## config.mk

```make
export PLATFORM = sky130hd
export DESIGN_NAME = p2a_bridge_top
export DESIGN_NICKNAME = d
export VERILOG_FILES = /design/src/p2a_pkg.sv /design/src/p2a_addr_trans.sv /design/src/p2a_bar_decode.sv /design/src/p2a_req_fifo.sv /design/src/p2a_wb_master.sv /design/src/p2a_bridge_top.sv
export SDC_FILE = /design/constraint.sdc
export NUM_CORES = 1
export LEC_CHECK = 0
export BUFFER_PORTS_ARGS = -buffer_cell sky130_fd_sc_hd__buf_2
export CAP_MARGIN = 10
export CORE_AREA = 5 5 256 258
export DETAILED_ROUTE_END_ITERATION = 8
export DIE_AREA = 0 0 261 263
export HOLD_SLACK_MARGIN = 0.12
export MAX_ROUTING_LAYER = met4
export SLEW_MARGIN = 20
export SYNTH_ARGS = -nofsm -noshare
export SYNTH_HDL_FRONTEND = slang
export SYNTH_SLANG_ARGS = --single-unit
```

## constraint.sdc

```tcl
create_clock -name clk_i -period 6.8 [get_ports clk_i]
set_input_delay 0.68 -clock clk_i [delete_from_list [all_inputs] [get_ports clk_i]]
set_output_delay 0.68 -clock clk_i [all_outputs]
set_load 0.01 [all_outputs]
```

## src/p2a_pkg.sv

```systemverilog
// PCIe to Wishbone bridge types
`default_nettype none

package p2a_pkg;

  // bus widths on both sides of the bridge
  parameter int ADDR_W = 32;
  parameter int DATA_W = 32;
  parameter int SEL_W  = DATA_W / 8;

  // count of low address bits that always pass through untranslated
  parameter int TRANS_LSB = 4;

  typedef logic [ADDR_W-1:0] addr_t;
  typedef logic [DATA_W-1:0] data_t;
  typedef logic [SEL_W-1:0]  sel_t;

  // one downstream request whose addr carries the PCIe address at the input
  // and the system-bus address once the producer has translated it
  typedef struct packed {
    logic  we;
    addr_t addr;
    data_t wdata;
    sel_t  sel;
  } p2a_req_t;

  // master-driven Wishbone classic signals
  typedef struct packed {
    logic  cyc;
    logic  stb;
    logic  we;
    addr_t adr;
    data_t dat;
    sel_t  sel;
  } wb_mst_t;

endpackage

`default_nettype wire

```

## src/p2a_addr_trans.sv

```systemverilog
// BAR address translation
`default_nettype none

module p2a_addr_trans #(
  parameter int NUM_BARS = 7
) (
  input  wire p2a_pkg::addr_t                pcie_addr_i,
  input  wire [NUM_BARS-1:0]                 bar_hit_i,
  input  wire p2a_pkg::addr_t [NUM_BARS-1:0] bar_mask_i,
  input  wire p2a_pkg::addr_t [NUM_BARS-1:0] avl_base_i,
  output p2a_pkg::addr_t                     avl_addr_o
);

  // the low bits are never taken from the table entry
  localparam p2a_pkg::addr_t LSB_MASK = p2a_pkg::addr_t'((1 << p2a_pkg::TRANS_LSB) - 1);

  p2a_pkg::addr_t sel_mask;
  p2a_pkg::addr_t sel_base;
  p2a_pkg::addr_t trans_mask;

  // pick the mask and table entry of the BAR that was hit
  // any hit pattern that is not exactly one-hot leaves both at zero
  always_comb
  begin
    logic [NUM_BARS-1:0] pattern;
    sel_mask = '0;
    sel_base = '0;
    for (int i = 0; i < NUM_BARS; i++)
    begin
      pattern = '0;
      pattern[i] = 1'b1;
      if (bar_hit_i == pattern)
      begin
        sel_mask = bar_mask_i[i];
        sel_base = avl_base_i[i];
      end
    end
  end

  assign trans_mask = sel_mask & ~LSB_MASK;

  // upper bits come from the table where the mask is set, the rest
  // of the PCIe address is the offset inside the BAR window
  assign avl_addr_o = (pcie_addr_i & ~trans_mask) | (sel_base & trans_mask);

endmodule

`default_nettype wire

```

## src/p2a_bar_decode.sv

```systemverilog
// request producer with BAR decode
`default_nettype none

module p2a_bar_decode #(
  parameter int NUM_BARS = 7
) (
  input  wire                                clk_i,
  input  wire                                rst_n_i,
  input  wire                                req_valid_i,
  input  wire p2a_pkg::p2a_req_t             req_i,
  input  wire [NUM_BARS-1:0]                 bar_hit_i,
  input  wire p2a_pkg::addr_t [NUM_BARS-1:0] bar_mask_i,
  input  wire p2a_pkg::addr_t [NUM_BARS-1:0] avl_base_i,
  input  wire                                full_i,
  output logic                               req_ready_o,
  output logic                               push_o,
  output p2a_pkg::p2a_req_t                  push_data_o,
  output logic                               ur_o
);

  p2a_pkg::addr_t trans_addr;
  logic           accept;
  logic           hit_ok;
  logic           ur_q;

  p2a_addr_trans #(
    .NUM_BARS (NUM_BARS)
  ) p2a_addr_trans_i (
    .pcie_addr_i (req_i.addr),
    .bar_hit_i   (bar_hit_i),
    .bar_mask_i  (bar_mask_i),
    .avl_base_i  (avl_base_i),
    .avl_addr_o  (trans_addr)
  );

  // requests are taken only while the FIFO has room, even the ones
  // that will be dropped, so the source sees one simple rule
  assign req_ready_o = ~full_i;
  assign accept      = req_valid_i & req_ready_o;

  // exactly one bit set means nonzero with no second bit
  assign hit_ok = (bar_hit_i != '0) && ((bar_hit_i & (bar_hit_i - 1'b1)) == '0);

  assign push_o = accept & hit_ok;

  // the request goes on unchanged apart from its address
  always_comb
  begin
    push_data_o      = req_i;
    push_data_o.addr = trans_addr;
  end

  // a dropped request is reported one cycle after it was taken
  always_ff @(posedge clk_i or negedge rst_n_i)
  begin
    if (!rst_n_i)
      ur_q <= 1'b0;
    else
      ur_q <= accept & ~hit_ok;
  end

  assign ur_o = ur_q;

endmodule

`default_nettype wire

```

## src/p2a_req_fifo.sv

```systemverilog
// translated request FIFO
`default_nettype none

module p2a_req_fifo #(
  parameter int FIFO_DEPTH = 4
) (
  input  wire                    clk_i,
  input  wire                    rst_n_i,
  input  wire                    push_i,
  input  wire p2a_pkg::p2a_req_t push_data_i,
  input  wire                    pop_i,
  output logic                   full_o,
  output logic                   empty_o,
  output p2a_pkg::p2a_req_t      head_o
);

  // depth is a power of two so the pointers wrap on their own
  localparam int PTR_W = $clog2(FIFO_DEPTH);

  p2a_pkg::p2a_req_t mem [FIFO_DEPTH];

  logic [PTR_W-1:0] wr_ptr;
  logic [PTR_W-1:0] rd_ptr;
  logic [PTR_W:0]   count;
  logic             do_push;
  logic             do_pop;

  // writes into a full buffer and reads from an empty one are ignored
  assign do_push = push_i & ~full_o;
  assign do_pop  = pop_i & ~empty_o;

  // the entry is written at the edge that pushes it
  always_ff @(posedge clk_i)
  begin
    if (do_push)
      mem[wr_ptr] <= push_data_i;
  end

  always_ff @(posedge clk_i or negedge rst_n_i)
  begin
    if (!rst_n_i)
    begin
      wr_ptr <= '0;
      rd_ptr <= '0;
      count  <= '0;
    end
    else
    begin
      if (do_push)
        wr_ptr <= wr_ptr + 1'b1;
      if (do_pop)
        rd_ptr <= rd_ptr + 1'b1;
      // a push and a pop in the same cycle leave the count alone
      if (do_push && !do_pop)
        count <= count + 1'b1;
      else if (do_pop && !do_push)
        count <= count - 1'b1;
    end
  end

  assign full_o  = (count == (PTR_W+1)'(FIFO_DEPTH));
  assign empty_o = (count == '0);

  // the oldest entry is always presented to the consumer
  assign head_o = mem[rd_ptr];

endmodule

`default_nettype wire

```

## src/p2a_wb_master.sv

```systemverilog
// Wishbone classic master
`default_nettype none

module p2a_wb_master (
  input  wire                    clk_i,
  input  wire                    rst_n_i,
  input  wire                    empty_i,
  input  wire p2a_pkg::p2a_req_t head_i,
  input  wire                    wb_ack_i,
  input  wire p2a_pkg::data_t    wb_dat_i,
  output logic                   pop_o,
  output p2a_pkg::wb_mst_t       wb_o,
  output logic                   rsp_valid_o,
  output p2a_pkg::data_t         rsp_data_o
);

  typedef enum logic {
    IDLE,
    BUS
  } wb_state_t;

  wb_state_t         state_q;
  logic              cyc_q;
  p2a_pkg::p2a_req_t req_q;
  logic              done;
  logic              rsp_valid_q;
  p2a_pkg::data_t    rsp_data_q;

  // the cycle ends at the edge that samples ack while the bus is ours
  assign done = (state_q == BUS) & wb_ack_i;

  // popping at that same edge means the next head is already there
  // when the FSM is back in IDLE
  assign pop_o = done;

  always_ff @(posedge clk_i or negedge rst_n_i)
  begin
    if (!rst_n_i)
    begin
      state_q <= IDLE;
      cyc_q   <= 1'b0;
    end
    else
    begin
      case (state_q)
        IDLE:
        begin
          if (!empty_i)
          begin
            cyc_q   <= 1'b1;
            state_q <= BUS;
          end
        end
        BUS:
        begin
          // releasing here keeps cyc low for at least one cycle,
          // since IDLE needs an edge before it starts again
          if (wb_ack_i)
          begin
            cyc_q   <= 1'b0;
            state_q <= IDLE;
          end
        end
        default:
        begin
          cyc_q   <= 1'b0;
          state_q <= IDLE;
        end
      endcase
    end
  end

  // the request is captured when the cycle starts and held until ack
  always_ff @(posedge clk_i)
  begin
    if (state_q == IDLE && !empty_i)
      req_q <= head_i;
  end

  // read data goes back as a single pulse
  always_ff @(posedge clk_i or negedge rst_n_i)
  begin
    if (!rst_n_i)
      rsp_valid_q <= 1'b0;
    else
      rsp_valid_q <= done & ~req_q.we;
  end

  always_ff @(posedge clk_i)
  begin
    if (done && !req_q.we)
      rsp_data_q <= wb_dat_i;
  end

  // cyc and stb always move together in classic single cycles
  assign wb_o.cyc = cyc_q;
  assign wb_o.stb = cyc_q;
  assign wb_o.we  = req_q.we;
  assign wb_o.adr = req_q.addr;
  assign wb_o.dat = req_q.wdata;
  assign wb_o.sel = req_q.sel;

  assign rsp_valid_o = rsp_valid_q;
  assign rsp_data_o  = rsp_data_q;

endmodule

`default_nettype wire

```

## src/p2a_bridge_top.sv

```systemverilog
// PCIe to Wishbone bridge top
`default_nettype none

module p2a_bridge_top #(
  parameter int NUM_BARS   = 7,
  parameter int FIFO_DEPTH = 4
) (
  input  wire                                clk_i,
  input  wire                                rst_n_i,
  input  wire                                req_valid_i,
  input  wire p2a_pkg::p2a_req_t             req_i,
  input  wire [NUM_BARS-1:0]                 bar_hit_i,
  input  wire p2a_pkg::addr_t [NUM_BARS-1:0] bar_mask_i,
  input  wire p2a_pkg::addr_t [NUM_BARS-1:0] avl_base_i,
  input  wire                                wb_ack_i,
  input  wire p2a_pkg::data_t                wb_dat_i,
  output logic                               req_ready_o,
  output logic                               ur_o,
  output p2a_pkg::wb_mst_t                   wb_o,
  output logic                               rsp_valid_o,
  output p2a_pkg::data_t                     rsp_data_o
);

  // producer to FIFO
  logic              push;
  p2a_pkg::p2a_req_t push_data;
  logic              full;

  // FIFO to consumer
  logic              empty;
  p2a_pkg::p2a_req_t head;
  logic              pop;

  p2a_bar_decode #(
    .NUM_BARS (NUM_BARS)
  ) p2a_bar_decode_i (
    .clk_i       (clk_i),
    .rst_n_i     (rst_n_i),
    .req_valid_i (req_valid_i),
    .req_i       (req_i),
    .bar_hit_i   (bar_hit_i),
    .bar_mask_i  (bar_mask_i),
    .avl_base_i  (avl_base_i),
    .full_i      (full),
    .req_ready_o (req_ready_o),
    .push_o      (push),
    .push_data_o (push_data),
    .ur_o        (ur_o)
  );

  p2a_req_fifo #(
    .FIFO_DEPTH (FIFO_DEPTH)
  ) p2a_req_fifo_i (
    .clk_i       (clk_i),
    .rst_n_i     (rst_n_i),
    .push_i      (push),
    .push_data_i (push_data),
    .pop_i       (pop),
    .full_o      (full),
    .empty_o     (empty),
    .head_o      (head)
  );

  p2a_wb_master p2a_wb_master_i (
    .clk_i       (clk_i),
    .rst_n_i     (rst_n_i),
    .empty_i     (empty),
    .head_i      (head),
    .wb_ack_i    (wb_ack_i),
    .wb_dat_i    (wb_dat_i),
    .pop_o       (pop),
    .wb_o        (wb_o),
    .rsp_valid_o (rsp_valid_o),
    .rsp_data_o  (rsp_data_o)
  );

endmodule

`default_nettype wire

```

==> After elaboration in Yosys (flattened, before gate mapping) <==
Memory sizes are Yosys's and may differ from the RTL's. A register that Yosys moved wholly into a read port is not among the register bits.
Index checks and enable logic that the tools add are counted.
{ "totals": {"reg_bits": 43, "latch_bits": 0, "ramBits": 276, "romBits": 0, "mem_count": 1} }
{ "classes": {"addsub": 5, "multipliers": 0, "n_div": 0, "magnitude_cmp": 0, "eq_ne": 10, "shifts": 0, "mux": 24, "bitwise": 17, "reduce_logical": 14} }
{ "memory_table": {"columns": ["memory", "words", "width", "rd", "rd_clocked_by_memory_dff", "write_ports", "line_no", "text"], "rows": [
  ["p2a_req_fifo_i.mem", 4, 69, 1, 1, 1, "p2a_req_fifo.sv:20", "p2a_pkg::p2a_req_t mem [FIFO_DEPTH];"]
]} }
{ "op_table": {"columns": ["operator", "n"], "rows": [
  ["$mux W32", 14],
  ["$and A32 B32 Y32", 2],
  ["$not A32 Y32", 1],
  ["$or A32 B32 Y32", 1],
  ["$and A1 B1 Y1", 7],
  ["$and A7 B7 Y7", 1],
  ["$eq A7 B1 Y1 const B", 1],
  ["$eq A7 B2 Y1 const B", 1],
  ["$eq A7 B3 Y1 const B", 1],
  ["$eq A7 B4 Y1 const B", 1],
  ["$eq A7 B5 Y1 const B", 1],
  ["$eq A7 B6 Y1 const B", 1],
  ["$eq A7 B7 Y1 const B", 1],
  ["$logic_not A7 Y1", 1],
  ["$reduce_bool A7 Y1", 1],
  ["$sub A7 B1 Y7 const B", 1],
  ["$mux W1", 6],
  ["$mux W3", 2],
  ["$logic_and A1 B1 Y1", 5],
  ["$not A1 Y1", 5],
  ["$add A2 B1 Y2 const B", 2],
  ["$logic_not A1 Y1", 4],
  ["$ne A2 B2 Y1 const B", 2],
  ["$pmux W1 S2", 2],
  ["6 further kinds", 6]
]} }

==> Longest topological paths before layout <==
{ "logic_depth": {"ltp_word": 11, "depth_mapped": 12} }

==> By module <==
Synthesis repeated with hierarchy kept, for this count alone.
{ "hier_totals": {"cells_unflattened": 1245, "hier_area_um2": 18425.2} }
{ "modules_own_cells": {"columns": ["module", "n_inst", "cells_each", "area_per_inst_um2", "seq_area_each_um2"], "rows": [
  ["p2a_req_fifo", 1, 397, 10455.0, 8463.1],
  ["p2a_addr_trans", 1, 681, 4380.5, 0.0],
  ["p2a_wb_master", 1, 114, 3175.5, 3108.0],
  ["p2a_bar_decode", 1, 53, 414.1, 25.0]
]} }

==> Least setup slack after synthesis <==
OpenSTA, ideal clock, no wires.
{ "synth_path": {"path_type": "reg-to-reg", "start": "reg p2a_req_fifo_i.count[0]", "end": "reg, netlist name p2a_wb_master_i.wb_o[0]", "setup_time_ns": 0.506, "t_arrival_ns": 3.685, "required_ns": 6.294, "path_slack_ns": 2.609, "path_stages_with_launch": 3, "path_buffers": 0, "period_less_slack_ns": 4.191, "cell_sequence": "dfrtp_1 or3_1 nor2b_1"} }
{ "synth_via": {"elab_chain_cells": 3} }
{ "synth_lines": {"columns": ["item", "line_no", "text"], "rows": [
  ["start, declared", "p2a_req_fifo.sv:24", "logic [PTR_W:0] count;"],
  ["start signal, assigned", "p2a_req_fifo.sv:55", "count <= count + 1'b1;"],
  ["start signal, assigned", "p2a_req_fifo.sv:57", "count <= count - 1'b1;"],
  ["$logic_not A3 Y1", "p2a_req_fifo.sv:62", "assign empty_o = (count == '0);"],
  ["$logic_not A1 Y1", null, null],
  ["$logic_and A1 B1 Y1", "p2a_wb_master.sv:76", "if (state_q == IDLE && !empty_i)"]
]} }
Every way passes these cells.
A chain may end at the register's enable or synchronous reset.

==> Final worst setup path <==
{ "layout_path": {"start": "in bar_hit_i[1]", "end": "mem p2a_req_fifo_i.mem[1][61] (netlist bit) (enable)"} }
{ "layout_via": {"elab_chain_cells": 8, "elab_cells_between_ends": 9, "classes_between": "add/sub: 1; mux: 2; bitwise: 3; reduce/logical: 3"} }
{ "layout_lines": {"columns": ["item", "line_no", "text"], "rows": [
  ["start, declared", "p2a_bridge_top.sv:12", "input wire [NUM_BARS-1:0] bar_hit_i,"],
  ["$sub A7 B1 Y7", "p2a_bar_decode.sv:42", "assign hit_ok = (bar_hit_i != '0) && ((bar_hit_i & (bar_hit_i - 1'b1)) == '0);"],
  ["$and A7 B7 Y7", "p2a_bar_decode.sv:42", null],
  ["$logic_not A7 Y1", "p2a_bar_decode.sv:42", null],
  ["$logic_and A1 B1 Y1 (*)", "p2a_bar_decode.sv:42", null],
  ["$and A1 B1 Y1 (*)", "p2a_bar_decode.sv:44", "assign push_o = accept & hit_ok;"],
  ["$and A1 B1 Y1 (*)", "p2a_req_fifo.sv:29", "assign do_push = push_i & ~full_o;"],
  ["net p2a_req_fifo_i.do_push", "p2a_req_fifo.sv:25", "logic do_push;"],
  ["$mux W1 (*)", "p2a_req_fifo.sv:35", "if (do_push)"],
  ["$mux W1 (implied by the code) (*)", "p2a_req_fifo.sv:36", "mem[wr_ptr] <= push_data_i;"],
  ["end, declared", "p2a_req_fifo.sv:20", null]
]} }
Mark *: on every way through the listed nets, which the timed path passes. The rest lies on a longest branch.

==> run metrics <==
area leader, netlist edfxtp_1; maximum VDD drop 182.2 uV; Slew Limit Fails 0; register area share after synthesis 67.60%; global-route wire length before repair 96.17 mm; WP buf/inv 2; Nets 2189; Pwr per Cell Area 301.7 nW/um^2; Clk pin slew, worst setup/hold paths 0.06 ns; Yosys cell types 64; RSZ-0062 raised after global routing false; final setup margin 2.606 ns; Pleak 8.354 nW; Worst Path Required 6.97 ns; period utilisation layout 61.68%; Max Root-Sink Buffers 3; Critical Path End Type register; vias in the first global route 13460; RePlAce Congestion 0.9407; Post-synth EDFFs 377; Crit Path Class in2reg; Syn Inst Count 1033; post-CTS sizing 0; Max FO, Critical Path 45; CP delay by family, top simple AND/OR/NAND/NOR gates; CTS tree built; placed insts 2426; Post-Layout Cell Count 2513; Post-synth top cells edfxtp_1, mux4_2, a22oi_1; DRC Markers 0; CTS Buf Count 39; Power Total 6.766 mW; pre-CTS setup slack 2.038 ns; Layout area overhead 30.75%; core area 62740 um^2; outcome complete, no violations; clk_skew 0.009273 ns; crit start category input pin; Pre-antenna DRT Iters 8; Ports 666; Netlist Area Pre-Place 17150 um^2; Root Driver clkbuf_16; final setup fails 0; Post CTS Setup Buffer Count 0; I/O Buffers 609; wire per inst 27.58 um; total track usage 19.75%; Die ar. 68640 um^2; Vias 12660; crit path max-delay cell type nor4_4; Slowest Stage Delay on Critical Path 0.84 ns; final core occ 35.75%; antenna viol nets, final 0; ys async rst share 2.835%; Top FF cell, synth edfxtp_1; CP cell instances buf_2, nor4_4, and2_1, a221oi_2, nor2_4, and2_4, buf_4; via/cell ratio 5.039; largest net degree at the start of global routing 47; Row Count 92; fin crit period 4.194 ns; Synth Net Count 1599; post-synth top area share 66.00%; die width 261 um; Rel. slew slack 29.71%; most area-consuming cells after synthesis edfxtp_1, mux4_2, a22oi_1, a222oi_1, a22o_1; Post-DP HPWL 52.88 mm; WP data arrival 4.37 ns; Post-CTS Hold Buffers 1; Num Clock Sinks 388; cell with the most instances after synthesis edfxtp_1; GRT overflow 0; Max-cap violations 0; Mean Syn Cell Area 16.61 um^2; HP Class in2reg; Final Hold Viols 0; Clk Latency, worst-skew pair 0.52 ns; H-tree Lvls 2; Synthesis Warnings 0; Yosys reg bits 388; final setup TNS 0 ns; share of layout cells above drive strength 1 48.61%; total wire length 69.31 mm; Slew @ Worst Pin 1.052 ns; die extent in y 263 um; Initial Util 27.34%; 1st-iter DRT viols 1102; initial antenna violation count 25; f_max 238.4 MHz
-- flip-flops by register name (all words and copies together) (netlist names) --
signal,cells
p2a_req_fifo_i.mem,276
p2a_wb_master_i.wb_o,69
p2a_wb_master_i.rsp_data_o,32
p2a_req_fifo_i.count,3
p2a_req_fifo_i.rd_ptr,2
p2a_req_fifo_i.wr_ptr,2
p2a_bar_decode_i.ur_o,1
p2a_wb_master_i.cyc_q,1
p2a_wb_master_i.rsp_valid_o,1
p2a_wb_master_i.state_q,1
-- routing by layer --
layer | share of wire (%) | track usage (%) | vias to the layer above
li1 | - | - | 5530
met1 | 39 | 23.71 | 6288
met5 | 0 | - | -
met3 | 8.1 | 4.351 | 107
met2 | 51 | 33.99 | 737
met4 | 2.6 | 4.858 | 0
-- layout make-up --
class,count,area (um^2)
Fill cell,6128,40310
Sequential cell,388,11600
Multi-Input combinational cell,558,5211
Timing Repair Buffer,631,3228
Clock buffer,53,1091
Tap cell,846,1059
Clock inverter,17,180.2
Antenna cell,15,37.54
Inverter,5,18.77
-- worst reg2reg max path, delay by kind of cell (launching register included) --
kind / cells / cell delay, ns
buf+inv: 1 / 0.81
flops: 1 / 0.89
mux: 1 / 0.66
-- where the power goes --
part | internal, mW | switching [mW]
clock network | 1.25 | 0.882
registers | 2.97 | 0.190
logic | 0.698 | 0.775
total | 4.92 | 1.85
-- cell families (layout without fill, tap and decap cells) --
group                    after synthesis  in the layout  share of synthesized area [%]
other                                  0             15                              0
AND/OR/NAND/NOR                      166            166                          5.974
multiplexers                          88             88                          10.31
XOR/XNOR                               7              7                         0.3574
adder cells (fa/ha/maj)                7              7                         0.5398
flip-flops                           388            388                          67.60
buffers and inverters                 87            706                          2.516
AO/OA/AOI/OAI                        290            290                          12.71
-- metrics by stage --
| stage | hold slack (ns) | instance area (um^2) |
|---|---|---|
| after floorplan | 0.3844 | 17150 |
| after global placement | 0.4768 | 21090 |
| after detailed placement | 0.4857 | 21090 |
| after CTS | 0.2915 | 22370 |
| after global routing | 0.2987 | 22430 |
| final | 0.3336 | 22430 |
-- cells in the final DEF (no fill, tap or decap), drive strengths merged, types with 16 or more instances in the layout --
| master | instances |
|---|---|
| a22o | 38 |
| nand2 | 41 |
| and2 | 16 |
| o22ai | 16 |
| a222oi | 37 |
| edfxtp | 377 |
| a22oi | 52 |
| o21ai | 32 |
| a21oi | 43 |
| mux4 | 69 |
| nand3b | 24 |
| buf | 630 |
| clkbuf | 53 |
| nor2 | 32 |
| mux2 | 19 |
| nor2b | 18 |
-- worst paths after layout --
kind | to | cells past startpoint | slack [ns] | startpoint
max | p2a_req_fifo_i.mem[1][61] | 7 | 2.61 | bar_hit_i[1]
min | p2a_wb_master_i.rsp_data_o[15] | 1 | 0.33 | wb_dat_i[15]
max reg2reg | p2a_wb_master_i.wb_o[59] | 2 | 4.17 | p2a_req_fifo_i.rd_ptr[0]
min reg2reg | p2a_req_fifo_i.count[2] | 1 | 0.50 | p2a_req_fifo_i.count[2]
max in group asynchronous | p2a_req_fifo_i.rd_ptr[0] | 2 | 5.97 | rst_n_i
min in group asynchronous | p2a_wb_master_i.state_q | 2 | 0.58 | rst_n_i
No activity file was read; power rests on OpenSTA's default activity.
